File: config.mk
export PLATFORM = sky130hd
export DESIGN_NAME = vchess_top
export DESIGN_NICKNAME = d
export VERILOG_FILES = /design/src/source/vchess_pkg.sv /design/src/source/vchess_top.sv /design/src/source/xorshift32.sv /design/src/source/status_sync.sv /design/src/source/board_store.sv /design/src/source/host_regs.sv
export VERILOG_INCLUDE_DIRS = /design/src /design/src/include
export SDC_FILE = /design/constraint.sdc
export NUM_CORES = 1
export LEC_CHECK = 0
export ABC_AREA = 0
export BUFFER_PORTS_ARGS = -buffer_cell sky130_fd_sc_hd__buf_2
export CORE_UTILIZATION = 40
export CTS_BUF_LIST = sky130_fd_sc_hd__clkbuf_4 sky130_fd_sc_hd__clkbuf_8 sky130_fd_sc_hd__clkbuf_16
export CTS_CLUSTER_DIAMETER = 120
export DETAILED_ROUTE_END_ITERATION = 8
export GPL_TIMING_DRIVEN = 0
export HOLD_SLACK_MARGIN = 0.15
export PLACE_DENSITY_LB_ADDON = 0.08
export SLEW_MARGIN = 20
export SYNTH_ARGS = -nofsm -noshare
export SYNTH_HDL_FRONTEND = slang
export SYNTH_SLANG_ARGS = --single-unit
export TNS_END_PERCENT = 1
File: constraint.sdc
create_clock -name c0_ddr4_ui_clk -period 4.24 [get_ports c0_ddr4_ui_clk]
set_input_delay 0 -clock c0_ddr4_ui_clk [delete_from_list [all_inputs] [get_ports c0_ddr4_ui_clk]]
set_output_delay 0 -clock c0_ddr4_ui_clk [all_outputs]
set_load 0.02 [all_outputs]
File: src/include/vchess_config.svh
`ifndef VCHESS_CONFIG_SVH
`define VCHESS_CONFIG_SVH

`define PIECE_WIDTH     4
`define SQUARE_COUNT    64
`define COUNTER_WIDTH   16
`define ADDR_WIDTH      8
`define DATA_WIDTH      32

`define REG_STATUS      8'h00   // Counter and synchronized flags
`define REG_RANDOM      8'h01   // Advances on every read
`define REG_LOAD        8'h02   // Bit 0, commit on rising edge
`define REG_SQUARE_BASE 8'h40   // a1 first, h8 at 0x7f

`define XORSHIFT_SEED   32'h2545_f491

`define EMPTY_POSN      4'd0
`define WHITE_PAWN      4'd1
`define WHITE_KNIT      4'd2
`define WHITE_BISH      4'd3
`define WHITE_ROOK      4'd4
`define WHITE_QUEN      4'd5
`define WHITE_KING      4'd6
`define BLACK_PAWN      4'd9    // Black codes are white plus 8
`define BLACK_KNIT      4'd10
`define BLACK_BISH      4'd11
`define BLACK_ROOK      4'd12
`define BLACK_QUEN      4'd13
`define BLACK_KING      4'd14

`endif
File: src/source/vchess_pkg.sv
`default_nettype none

`include "vchess_config.svh"

package vchess_pkg;

   typedef logic [`PIECE_WIDTH-1:0]           piece_t;
   typedef logic [$clog2(`SQUARE_COUNT)-1:0]  square_t;   // Rank * 8 + file
   typedef piece_t [`SQUARE_COUNT-1:0]        board_t;    // Square n at index n
   typedef logic [`ADDR_WIDTH-1:0]            reg_addr_t;
   typedef logic [`DATA_WIDTH-1:0]            reg_data_t;
   typedef logic [`COUNTER_WIDTH-1:0]         counter_t;

   // One host transfer, held stable while req is high
   typedef struct packed {
      logic      write;
      reg_addr_t addr;
      reg_data_t data;
   } host_req_t;

   // Layout of the word read at the status address
   typedef struct packed {
      counter_t                              counter;
      logic [`DATA_WIDTH-`COUNTER_WIDTH-3:0] reserved;   // Always zero
      logic                                  mem_rst;    // Bit 1
      logic                                  calib_done; // Bit 0
   } status_t;

   typedef enum logic [1:0] {
      HS_IDLE,
      HS_ACK,             // Decode cycle, ack rises at its end
      HS_WAIT_RELEASE     // Ack held until req drops
   } hs_state_t;

endpackage

`default_nettype wire

File: src/source/vchess_top.sv
`timescale 1ns/1ps
`default_nettype none

module vchess_top
  (
   input  wire                       c0_ddr4_ui_clk,
   input  wire                       arst_n,
   input  wire                       req,
   input  wire vchess_pkg::host_req_t host_req,
   output logic                      ack,
   output vchess_pkg::reg_data_t     rdata,
   input  wire                       calib_complete_async,
   input  wire                       ddr4_rst_async,
   output vchess_pkg::board_t        board,
   output logic                      board_valid
   );

   logic                  sq_wr;
   vchess_pkg::square_t   sq_index;
   vchess_pkg::piece_t    sq_piece;
   logic                  load_flag;
   vchess_pkg::square_t   rd_index;
   vchess_pkg::piece_t    rd_piece;
   vchess_pkg::status_t   status;
   vchess_pkg::reg_data_t rnd_value;
   logic                  rnd_next;

   host_regs host_regs
     (
      .c0_ddr4_ui_clk (c0_ddr4_ui_clk),
      .arst_n         (arst_n),
      .req            (req),
      .host_req       (host_req),
      .ack            (ack),
      .rdata          (rdata),
      .sq_wr          (sq_wr),
      .sq_index       (sq_index),
      .sq_piece       (sq_piece),
      .load_flag      (load_flag),
      .rd_index       (rd_index),
      .rd_piece       (rd_piece),
      .status         (status),
      .rnd_value      (rnd_value),
      .rnd_next       (rnd_next));

   board_store board_store
     (
      .c0_ddr4_ui_clk (c0_ddr4_ui_clk),
      .arst_n         (arst_n),
      .sq_wr          (sq_wr),
      .sq_index       (sq_index),
      .sq_piece       (sq_piece),
      .load_flag      (load_flag),
      .rd_index       (rd_index),
      .rd_piece       (rd_piece),
      .board          (board),          // To the move generator
      .board_valid    (board_valid));

   status_sync status_sync
     (
      .c0_ddr4_ui_clk       (c0_ddr4_ui_clk),
      .arst_n               (arst_n),
      .calib_complete_async (calib_complete_async),
      .ddr4_rst_async       (ddr4_rst_async),
      .status               (status));

   xorshift32 xorshift32
     (
      .c0_ddr4_ui_clk (c0_ddr4_ui_clk),
      .arst_n         (arst_n),
      .next           (rnd_next),
      .value          (rnd_value));

endmodule

`default_nettype wire

File: src/source/xorshift32.sv
`timescale 1ns/1ps
`default_nettype none

`include "vchess_config.svh"

module xorshift32
  (
   input  wire                  c0_ddr4_ui_clk,
   input  wire                  arst_n,
   input  wire                  next,
   output vchess_pkg::reg_data_t value
   );

   vchess_pkg::reg_data_t step_a;
   vchess_pkg::reg_data_t step_b;
   vchess_pkg::reg_data_t step_c;

   always_comb
   begin
      step_a = value ^ (value << 13);
      step_b = step_a ^ (step_a >> 17);
      step_c = step_b ^ (step_b << 5);
   end

   always_ff @(posedge c0_ddr4_ui_clk or negedge arst_n)
   begin
      if (!arst_n)
         value <= `XORSHIFT_SEED;
      else if (next)
         value <= step_c;                        // One step per host read
   end

   // Zero is a fixed point, the sequence could never leave it
   never_zero : assert property (@(posedge c0_ddr4_ui_clk) disable iff (!arst_n)
      value != '0);

endmodule

`default_nettype wire

File: src/source/status_sync.sv
`timescale 1ns/1ps
`default_nettype none

`include "vchess_config.svh"

module status_sync
  (
   input  wire                c0_ddr4_ui_clk,
   input  wire                arst_n,
   input  wire                calib_complete_async,
   input  wire                ddr4_rst_async,
   output vchess_pkg::status_t status
   );

   // Bit 1 memory reset, bit 0 calibration, both flops per bit
   logic [1:0]           sync_meta;   // First stage, may go metastable
   logic [1:0]           sync_out;
   vchess_pkg::counter_t counter;

   always_ff @(posedge c0_ddr4_ui_clk or negedge arst_n)
   begin
      if (!arst_n)
      begin
         sync_meta <= '0;
         sync_out  <= '0;
      end
      else
      begin
         sync_meta <= {ddr4_rst_async, calib_complete_async};
         sync_out  <= sync_meta;
      end
   end

   always_ff @(posedge c0_ddr4_ui_clk or negedge arst_n)
   begin
      if (!arst_n)
         counter <= '0;
      else
         counter <= counter + 1'b1;             // Free running, wraps
   end

   always_comb
   begin
      status.counter    = counter;
      status.reserved   = '0;
      status.mem_rst    = sync_out[1];
      status.calib_done = sync_out[0];
   end

endmodule

`default_nettype wire

File: src/source/board_store.sv
`timescale 1ns/1ps
`default_nettype none

`include "vchess_config.svh"

module board_store
  (
   input  wire                     c0_ddr4_ui_clk,
   input  wire                     arst_n,
   input  wire                     sq_wr,
   input  wire vchess_pkg::square_t sq_index,
   input  wire vchess_pkg::piece_t  sq_piece,
   input  wire                     load_flag,
   input  wire vchess_pkg::square_t rd_index,
   output vchess_pkg::piece_t      rd_piece,
   output vchess_pkg::board_t      board,
   output logic                    board_valid
   );

   vchess_pkg::board_t staging;
   logic               load_flag_d;
   logic               load_rise;

   // Back rank order rook, knight, bishop, queen, king, bishop, knight, rook
   function automatic vchess_pkg::piece_t back_rank(input int file, input logic black);
      case (file)
         0, 7:    back_rank = black ? `BLACK_ROOK : `WHITE_ROOK;
         1, 6:    back_rank = black ? `BLACK_KNIT : `WHITE_KNIT;
         2, 5:    back_rank = black ? `BLACK_BISH : `WHITE_BISH;
         3:       back_rank = black ? `BLACK_QUEN : `WHITE_QUEN;
         default: back_rank = black ? `BLACK_KING : `WHITE_KING;
      endcase
   endfunction

   function automatic vchess_pkg::board_t start_position();
      vchess_pkg::board_t b;
      int                 file;
      b = {`SQUARE_COUNT{`EMPTY_POSN}};
      for (file = 0; file < 8; file++)
      begin
         b[file]      = back_rank(file, 1'b0);    // Rank 1
         b[8 + file]  = `WHITE_PAWN;              // Rank 2
         b[48 + file] = `BLACK_PAWN;              // Rank 7
         b[56 + file] = back_rank(file, 1'b1);    // Rank 8
      end
      return b;
   endfunction

   assign load_rise = load_flag && !load_flag_d;
   assign rd_piece  = board[rd_index];            // Host reads the active board

   always_ff @(posedge c0_ddr4_ui_clk or negedge arst_n)
   begin
      if (!arst_n)
      begin
         staging     <= start_position();
         board       <= start_position();
         load_flag_d <= 1'b0;
         board_valid <= 1'b0;
      end
      else
      begin
         load_flag_d <= load_flag;
         board_valid <= load_rise;
         if (sq_wr)
            staging[sq_index] <= sq_piece;
         if (load_rise)
            board <= staging;                     // Commit, valid pulses with it
      end
   end

   // A commit needs a fresh rise of the host load flag
   valid_single_cycle : assert property (@(posedge c0_ddr4_ui_clk) disable iff (!arst_n)
      board_valid |=> !board_valid);

endmodule

`default_nettype wire

File: src/source/host_regs.sv
`timescale 1ns/1ps
`default_nettype none

`include "vchess_config.svh"

module host_regs
  (
   input  wire                       c0_ddr4_ui_clk,
   input  wire                       arst_n,
   input  wire                       req,
   input  wire vchess_pkg::host_req_t host_req,
   output logic                      ack,
   output vchess_pkg::reg_data_t     rdata,
   output logic                      sq_wr,
   output vchess_pkg::square_t       sq_index,
   output vchess_pkg::piece_t        sq_piece,
   output logic                      load_flag,
   output vchess_pkg::square_t       rd_index,
   input  wire vchess_pkg::piece_t   rd_piece,
   input  wire vchess_pkg::status_t  status,
   input  wire vchess_pkg::reg_data_t rnd_value,
   output logic                      rnd_next
   );

   vchess_pkg::hs_state_t state;
   vchess_pkg::hs_state_t state_next;
   vchess_pkg::reg_data_t read_value;
   logic                  access;
   logic                  is_square;

   assign access    = (state == vchess_pkg::HS_ACK);
   assign ack       = (state == vchess_pkg::HS_WAIT_RELEASE);
   assign is_square = (host_req.addr & ~vchess_pkg::reg_addr_t'(`SQUARE_COUNT - 1))
                      == `REG_SQUARE_BASE;

   // Square port, low address bits pick the square
   assign sq_index = host_req.addr[$bits(vchess_pkg::square_t)-1:0];
   assign rd_index = host_req.addr[$bits(vchess_pkg::square_t)-1:0];
   assign sq_piece = host_req.data[`PIECE_WIDTH-1:0];
   assign sq_wr    = access && host_req.write && is_square;

   // Generator steps on the same edge that captures its value
   assign rnd_next = access && !host_req.write && (host_req.addr == `REG_RANDOM);

   always_comb
   begin
      state_next = state;
      case (state)
         vchess_pkg::HS_IDLE:
         begin
            if (req)
               state_next = vchess_pkg::HS_ACK;
         end
         vchess_pkg::HS_ACK:
            state_next = vchess_pkg::HS_WAIT_RELEASE;
         vchess_pkg::HS_WAIT_RELEASE:
         begin
            if (!req)
               state_next = vchess_pkg::HS_IDLE;
         end
         default:
            state_next = vchess_pkg::HS_IDLE;
      endcase
   end

   always_comb
   begin
      read_value = '0;                              // Unmapped reads return zero
      if (is_square)
         read_value = vchess_pkg::reg_data_t'(rd_piece);
      else
      begin
         case (host_req.addr)
            `REG_STATUS: read_value = vchess_pkg::reg_data_t'(status);
            `REG_RANDOM: read_value = rnd_value;
            `REG_LOAD:   read_value = vchess_pkg::reg_data_t'(load_flag);
            default:     read_value = '0;
         endcase
      end
   end

   always_ff @(posedge c0_ddr4_ui_clk or negedge arst_n)
   begin
      if (!arst_n)
      begin
         state     <= vchess_pkg::HS_IDLE;
         load_flag <= 1'b0;
      end
      else
      begin
         state <= state_next;
         if (access && host_req.write && (host_req.addr == `REG_LOAD))
            load_flag <= host_req.data[0];          // Level, edge found downstream
      end
   end

   always_ff @(posedge c0_ddr4_ui_clk)
   begin
      if (access && !host_req.write)
         rdata <= read_value;                       // Stable while ack is high
   end

   // Host must still be requesting on the edge where the slave answers
   ack_needs_req : assert property (@(posedge c0_ddr4_ui_clk) disable iff (!arst_n)
      $rose(ack) |-> $past(req));

endmodule

`default_nettype wire

==> results of run 1 <==
-- cell families after synthesis --
| kind of cell | count (synthesis) | share of synthesized area |
|---|---|---|
| XOR/XNOR | 97 | 0.0333 |
| multiplexers | 582 | 0.256 |
| flip-flops | 601 | 0.602 |
| buffers and inverters | 132 | 0.0209 |
| AO/OA/AOI/OAI | 160 | 0.0466 |
| AND/OR/NAND/NOR | 220 | 0.0402 |
| adder cells (fa/ha/maj) | 1 | 0.000491 |
-- area by class of cell --
class,count,area share
plain buffers,120,0.0159
multi-input cells,1060,0.314
repair buffers,321,0.0606
clock inverters,22,0.00513
well taps,846,0.0344
diodes,2,0.000163
inverters,12,0.00147
clock buffers,103,0.0690
flip-flops and latches,601,0.500
-- cell usage in the layout (no fill, tap or decap), drive strengths merged, types with 7 or more instances in the layout --
cell and instances:
nor2 79, a22oi 7, mux2 517, a22o 17, a221o 21, clkbuf 197
dlygate4sd3 13, xnor2 44, xor2 53, o21ai 25, and3 16, nand3 10
a21oi 14, inv 12, nor2b 8, mux2i 60, buf 334, clkinv 18
dfrtp 443, a221oi 22, dfstp 126, o22ai 30, edfxtp 32, nand2 71
nor3 7
-- synth_stat cells (14+ instances only) --
cell / n
dfstp_2: 126
and3_1: 16
nand2_1: 70
a221oi_1: 22
o21ai_0: 24
a221o_1: 21
mux2_2: 517
dfrtp_1: 443
buf_2: 17
a22o_1: 17
clkbuf_1: 94
mux2i_1: 60
a21oi_1: 14
nor2_1: 78
edfxtp_1: 32
o22ai_1: 30
xnor2_1: 44
xor2_1: 53
-- critical path, cell delays in order --
cell	delay, ns
buf_2	0.24
or2_2	0.16
clkbuf_1	0.54
clkbuf_1	0.86
o22ai_1	0.23
o21ai_0	0.46
nor4bb_1	0.84
o21ai_0	0.18
-- layer usage --
layer	vias to the layer above	wire length (um)
met5	-	17
met4	2	2460
met3	145	5700
met2	565	41600
met1	9044	38400
li1	7227	-
-- report_power, final --
| part | internal (W) | switching (W) |
|---|---|---|
| clock network | 0.00358 | 0.00239 |
| logic | 0.000228 | 0.000557 |
| registers | 0.00592 | 0.0000606 |
-- through the flow --
step	hold slack, ns	power [W]	util	area [um^2]
after CTS	0.161	0.0129	0.487	30700
final	0.214	0.0127	0.487	30700
after global routing	0.197	0.0131	0.487	30700
after detailed placement	-0.00149	0.00686	0.448	28300
after global placement	0.122	0.00681	0.445	28100
after floorplan	-0.296	0.00643	-	25500
-- registers in the layout (all words and copies together), names as in the netlist, 2 cells and up --
| register | count |
|---|---|
| board_store.board | 256 |
| board_store.staging | 256 |
| host_regs.rdata | 32 |
| xorshift32.value | 32 |
| status_sync.counter | 16 |
| host_regs.state | 2 |
| status_sync.sync_meta | 2 |
| status_sync.sync_out | 2 |
-- final timing paths --
path                       cells past startpoint  slack [ns]                     start                  endpoint
min                                            2        0.21               host_req[0]  board_store.staging[244]
min in group asynchronous                      3        0.67                    arst_n      xorshift32.value[16]
min reg2reg                                    0        0.35  status_sync.sync_meta[1]   status_sync.sync_out[1]
max reg2reg                                    6        1.22        host_regs.state[1]  board_store.staging[188]
max in group asynchronous                      5        2.50                    arst_n  board_store.staging[155]
max                                            8        1.01              host_req[33]        host_regs.rdata[2]
==> impl_metrics.yaml, run 1 <==
yosys:
  ys_ff_latch: 601
  synth_seq_area_share: 0.602
  avgSynthCellArea_um2: 14.2
  dominantRegCellSynth: "dfrtp_1"
  synth_area_um2: 25500
  postSynth.asyncResetShare: 0.947
  yosysWarnings: 0
  synthTopCellsByArea: "dfrtp_1, mux2_2, dfstp_2"
  syn_nets: 1840
  synth_top_cell_by_area: "dfrtp_1"
  synth.distinct_cells: 58
  synth_edf_count: 32
  synth_top_cell_area_share: 0.435
  synthCells: 1793
detailed_routing:
  wire_per_inst_um: 28.6
  wl_um: 88200
  via_count: 17000
  viasPerCell: 5.50
  postRouteAntennaNets: 0
  drt_pre_antenna_iters: 8
  drtIter0Drc: 1282
  route.detailed.drc: 0
grt:
  track_usage: 0.274
  first_global_vias: 17500
  grt_first_pass_wirelength_um: 125000
  grt_use_met3: 0.0553
  grt_util_met2: 0.436
  gr-usage-met1: 0.376
  grt_max_degree: 100
  grt.overflow.total: 0
  top_usage_layer: "met2"
  antenna_found_initial: 4
final_layout:
  nets: 2232
  area_growth_pct: 20.5
  fillCellCount: 5796
  multi_input_area_um2: 9630
  seqCellArea_um2: 15400
  final_layout_size_suffix_gt1_frac: 0.495
  instances_no_fill: 3087
floorplan:
  die_w_um: 254
  die_area_um2: 64800
  die-height_um: 254
  core_region_area_um2: 63100
  rows: 92
  io-pin-count: 336
  initial_core_util: 0.404
cts:
  numCtsBuffers: 69
  post_cts_buffers: 0
  path_clk_slew_ns: 0.06
  root_buffer: "clkbuf_16"
  clock_sinks: 601
  cts_resized: 0
  cts_buffer_depth: 3
  insertion_delay_ns: 0.61
  h-tree-depth: 3
  cts_tree: "built"
  holdBufCountCts: 14
run_status:
  status: "finished clean"
worst_setup_path:
  crit_path_start_kind: "primary input"
  worst_setup_path_end_kind: "flip-flop"
  cp.arrival_ns: 3.54
  crit_type: "in -> reg"
  cp.required_ns: 4.55
  path_max_fanout: 10
sta:
  rsz0062_at_grt: "no"
  finalSetupViolations: 0
  maxSlewViolCount: 0
  fmax_mhz: 309
  period_share: 0.762
  finalSetupTns_ns: 0
  skew_ns: 0.0178
  setup_slack_ns: 1.01
  timing_hold_violations_final: 0
  worst_slew_pin_slew_ns: 1.26
  slew-limit-headroom: 0.160
  period_needed_ns: 3.23
placed_design:
  pre_cts_slack_ns: 0.416
  finalWeightedCongestion: 0.881
  io_buffers: 300
  dp_cells: 2946
  dp_hpwl_um: 63500
min_path:
  hold_class: "in -> reg"
pwr:
  p_leak_nw: 15.2
  p_per_area_nw_per_um2: 415
  ir_drop_uv: 230
flow_run:
  cap_violations: 0
No activity file was read; power rests on OpenSTA's default activity.
==> run 2: changes to the inputs <==
--- a/config.mk
+++ b/config.mk
@@ -6,7 +6,7 @@
 export SDC_FILE = /design/constraint.sdc
 export NUM_CORES = 1
 export LEC_CHECK = 0
-export ABC_AREA = 0
+export ABC_AREA = 1
 export BUFFER_PORTS_ARGS = -buffer_cell sky130_fd_sc_hd__buf_2
 export CORE_UTILIZATION = 40
 export CTS_BUF_LIST = sky130_fd_sc_hd__clkbuf_4 sky130_fd_sc_hd__clkbuf_8 sky130_fd_sc_hd__clkbuf_16
==> constraint.sdc (replaced) <==
create_clock -name c0_ddr4_ui_clk -period 2.97 [get_ports c0_ddr4_ui_clk]
set_input_delay 0 -clock c0_ddr4_ui_clk [delete_from_list [all_inputs] [get_ports c0_ddr4_ui_clk]]
set_output_delay 0 -clock c0_ddr4_ui_clk [all_outputs]
set_load 0.02 [all_outputs]
==> impl_metrics.yaml, run 2 <==
placed_design:
  finalWeightedCongestion: 0.881
  dp_hpwl_um: 67600
  dp_cells: 4059
  place_area_um2: 28300
  io_buffers: 306
sta:
  skew_ns: 0.0232
  period_needed_ns: 3.07
  finalSetupViolations: 23
  setup_slack_ns: -0.100
  worst_slew_pin_slew_ns: 1.22
  fmax_mhz: 326
  maxSlewViolCount: 0
  timing_hold_violations_final: 0
  rsz0062_at_grt: "yes"
  holdWs_ns: 0.137
  period_share: 1.03
  slew-limit-headroom: 0.189
yosys:
  synthTopCellsByArea: "dfrtp_1, nand2_1, dfstp_2"
  yosysMostFrequentCell: "nand2_1"
  ys_ff_latch: 601
  yosysWarnings: 0
  synth_top_cell_by_area: "dfrtp_1"
  synth_seq_area_share: 0.604
  synthCells: 2897
  avgSynthCellArea_um2: 8.78
  synth.distinct_cells: 31
  dominantRegCellSynth: "dfrtp_1"
  syn_nets: 2944
  synth_edf_count: 32
  synth_area_um2: 25400
  postSynth.asyncResetShare: 0.947
  synth_top_cell_area_share: 0.436
  synthTopCellsByCount: "nand2_1, o21ai_0, dfrtp_1"
run_status:
  status: "complete, but fails checks"
  violations: "setup timing"
pwr:
  ir_drop_uv: 393
  p_per_area_nw_per_um2: 598
  p_leak_nw: 14.7
floorplan:
  initial_core_util: 0.404
  core_region_area_um2: 63000
  die_area_um2: 64600
  io-pin-count: 336
  die-height_um: 254
  rows: 92
  die_w_um: 254
worst_setup_path:
  crit_path_start_kind: "flip-flop"
  crit_type: "reg -> reg"
  worst_setup_path_end_kind: "flip-flop"
  cp.arrival_ns: 3.57
  r2r_slack_ns: -0.10
  path_max_fanout: 8
  cp.required_ns: 3.47
final_layout:
  final_layout_size_suffix_gt1_frac: 0.185
  final_util: 0.489
  final_cell_mix: "nand2_1, o21ai_0, dfrtp_1"
  instances_no_fill: 4207
  multi_input_area_um2: 8480
  fin_area_um2: 30800
  fillCellCount: 6154
  top_regs: "board_store.board: 256 flops, board_store.staging: 256 flops"
  seqCellArea_um2: 15400
  nets: 3351
  area_growth_pct: 21.1
  mostFrequentLayoutCell: "nand2_1"
detailed_routing:
  wl_um: 94400
  drtIter0Drc: 2190
  drt_pre_antenna_iters: 6
  wire_per_inst_um: 22.4
  via_count: 21800
  viasPerCell: 5.19
  postRouteAntennaNets: 0
  route.detailed.drc: 0
grt:
  track_usage: 0.294
  first_global_vias: 21000
  grt_first_pass_wirelength_um: 137000
  grt_max_degree: 100
  antenna_found_initial: 5
  grt.overflow.total: 0
cts:
  h-tree-depth: 3
  path_clk_slew_ns: 0.06
  insertion_delay_ns: 0.62
  clock_sinks: 601
  cts_tree: "built"
  numCtsBuffers: 68
  cts_buffer_depth: 3
  root_buffer: "clkbuf_16"
flow_run:
  cap_violations: 0
min_path:
  hold_class: "in -> reg"
[run 2: cell count changes in the layout (fill, tap and decap cells not counted), moves of 27 or more]
cell and delta:
nand3_1 +115, o22ai_1 -29, inv_1 +268, mux2i_1 -60
nor2_1 -27, mux2_2 -517, o21ai_0 +527, nand2_1 +935
[run 2: area by class of cell]
cell class	instances	area share
Inverter	286	0.0348
Tap cell	846	0.0344
Multi-Input combinational cell	1872	0.275
Sequential cell	601	0.498
Clock buffer	110	0.0688
Clock inverter	16	0.00589
Antenna cell	1	0.0000812
Timing Repair Buffer	337	0.0644
Buffer	138	0.0181
[run 2: power by group]
group | internal, W | switching, W | leakage [nW] | total [W]
logic | 0.000291 | 0.000928 | 5.83 | 0.00122
clock network | 0.00518 | 0.00348 | 1.17 | 0.00866
registers | 0.00846 | 0.0000868 | 7.75 | 0.00854
[run 2: path summary, 6_finish.rpt]
path,to,cells after the start,startpoint
max in group asynchronous,board_store.board[60],6,arst_n
min,host_regs.rdata[5],6,host_req[38]
max reg2reg,board_store.staging[78],7,host_regs.state[1]
min reg2reg,status_sync.sync_out[1],0,status_sync.sync_meta[1]
min in group asynchronous,board_store.board[196],3,arst_n
max,board_store.staging[78],7,host_regs.state[1]
[run 2: worst max-delay path, stage by stage, from the launching register on]
cell     delay (ns)
dfrtp_1        0.37
inv_1          0.08
nand2_1        0.11
nor2_1         0.34
nand2_2        0.32
nor4_4         0.96
nand2_1        0.44
o21ai_0        0.33
[run 2: layer usage]
| layer | track usage | share of wire | wire length [um] |
|---|---|---|---|
| met5 | 0 | 0.00024 | 23 |
| met3 | 0.0696 | 0.097 | 9190 |
| met2 | 0.451 | 0.45 | 42500 |
| met1 | 0.406 | 0.42 | 39700 |
| met4 | 0.107 | 0.031 | 2960 |
[run 2: repair_timing]
item	in CTS	in global routing
setup buffers	0	2
resized for setup	0	0
setup endpoints to repair	0	67
hold buffers	19	0
hold endpoints to repair	250	0
[run 2: cell families after synthesis]
| family | Yosys count | synth area share |
|---|---|---|
| flip-flops | 601 | 0.604 |
| AO/OA/AOI/OAI | 581 | 0.116 |
| adder cells (fa/ha/maj) | 1 | 0.000492 |
| AND/OR/NAND/NOR | 1216 | 0.191 |
| XOR/XNOR | 74 | 0.0255 |
| buffers and inverters | 424 | 0.0638 |
[run 2: metrics by stage]
step / setup WS (ns) / total power [W] / setup TNS [ns]
after floorplan: 0.164 / 0.00922 / 0
after global placement: -9.91 / 0.00981 / -5154.15
after detailed placement: -0.00805 / 0.00987 / -0.00805
after CTS: 0.0156 / 0.0186 / 0
after global routing: -0.205 / 0.0190 / -3.35
final: -0.100 / 0.0184 / -0.676
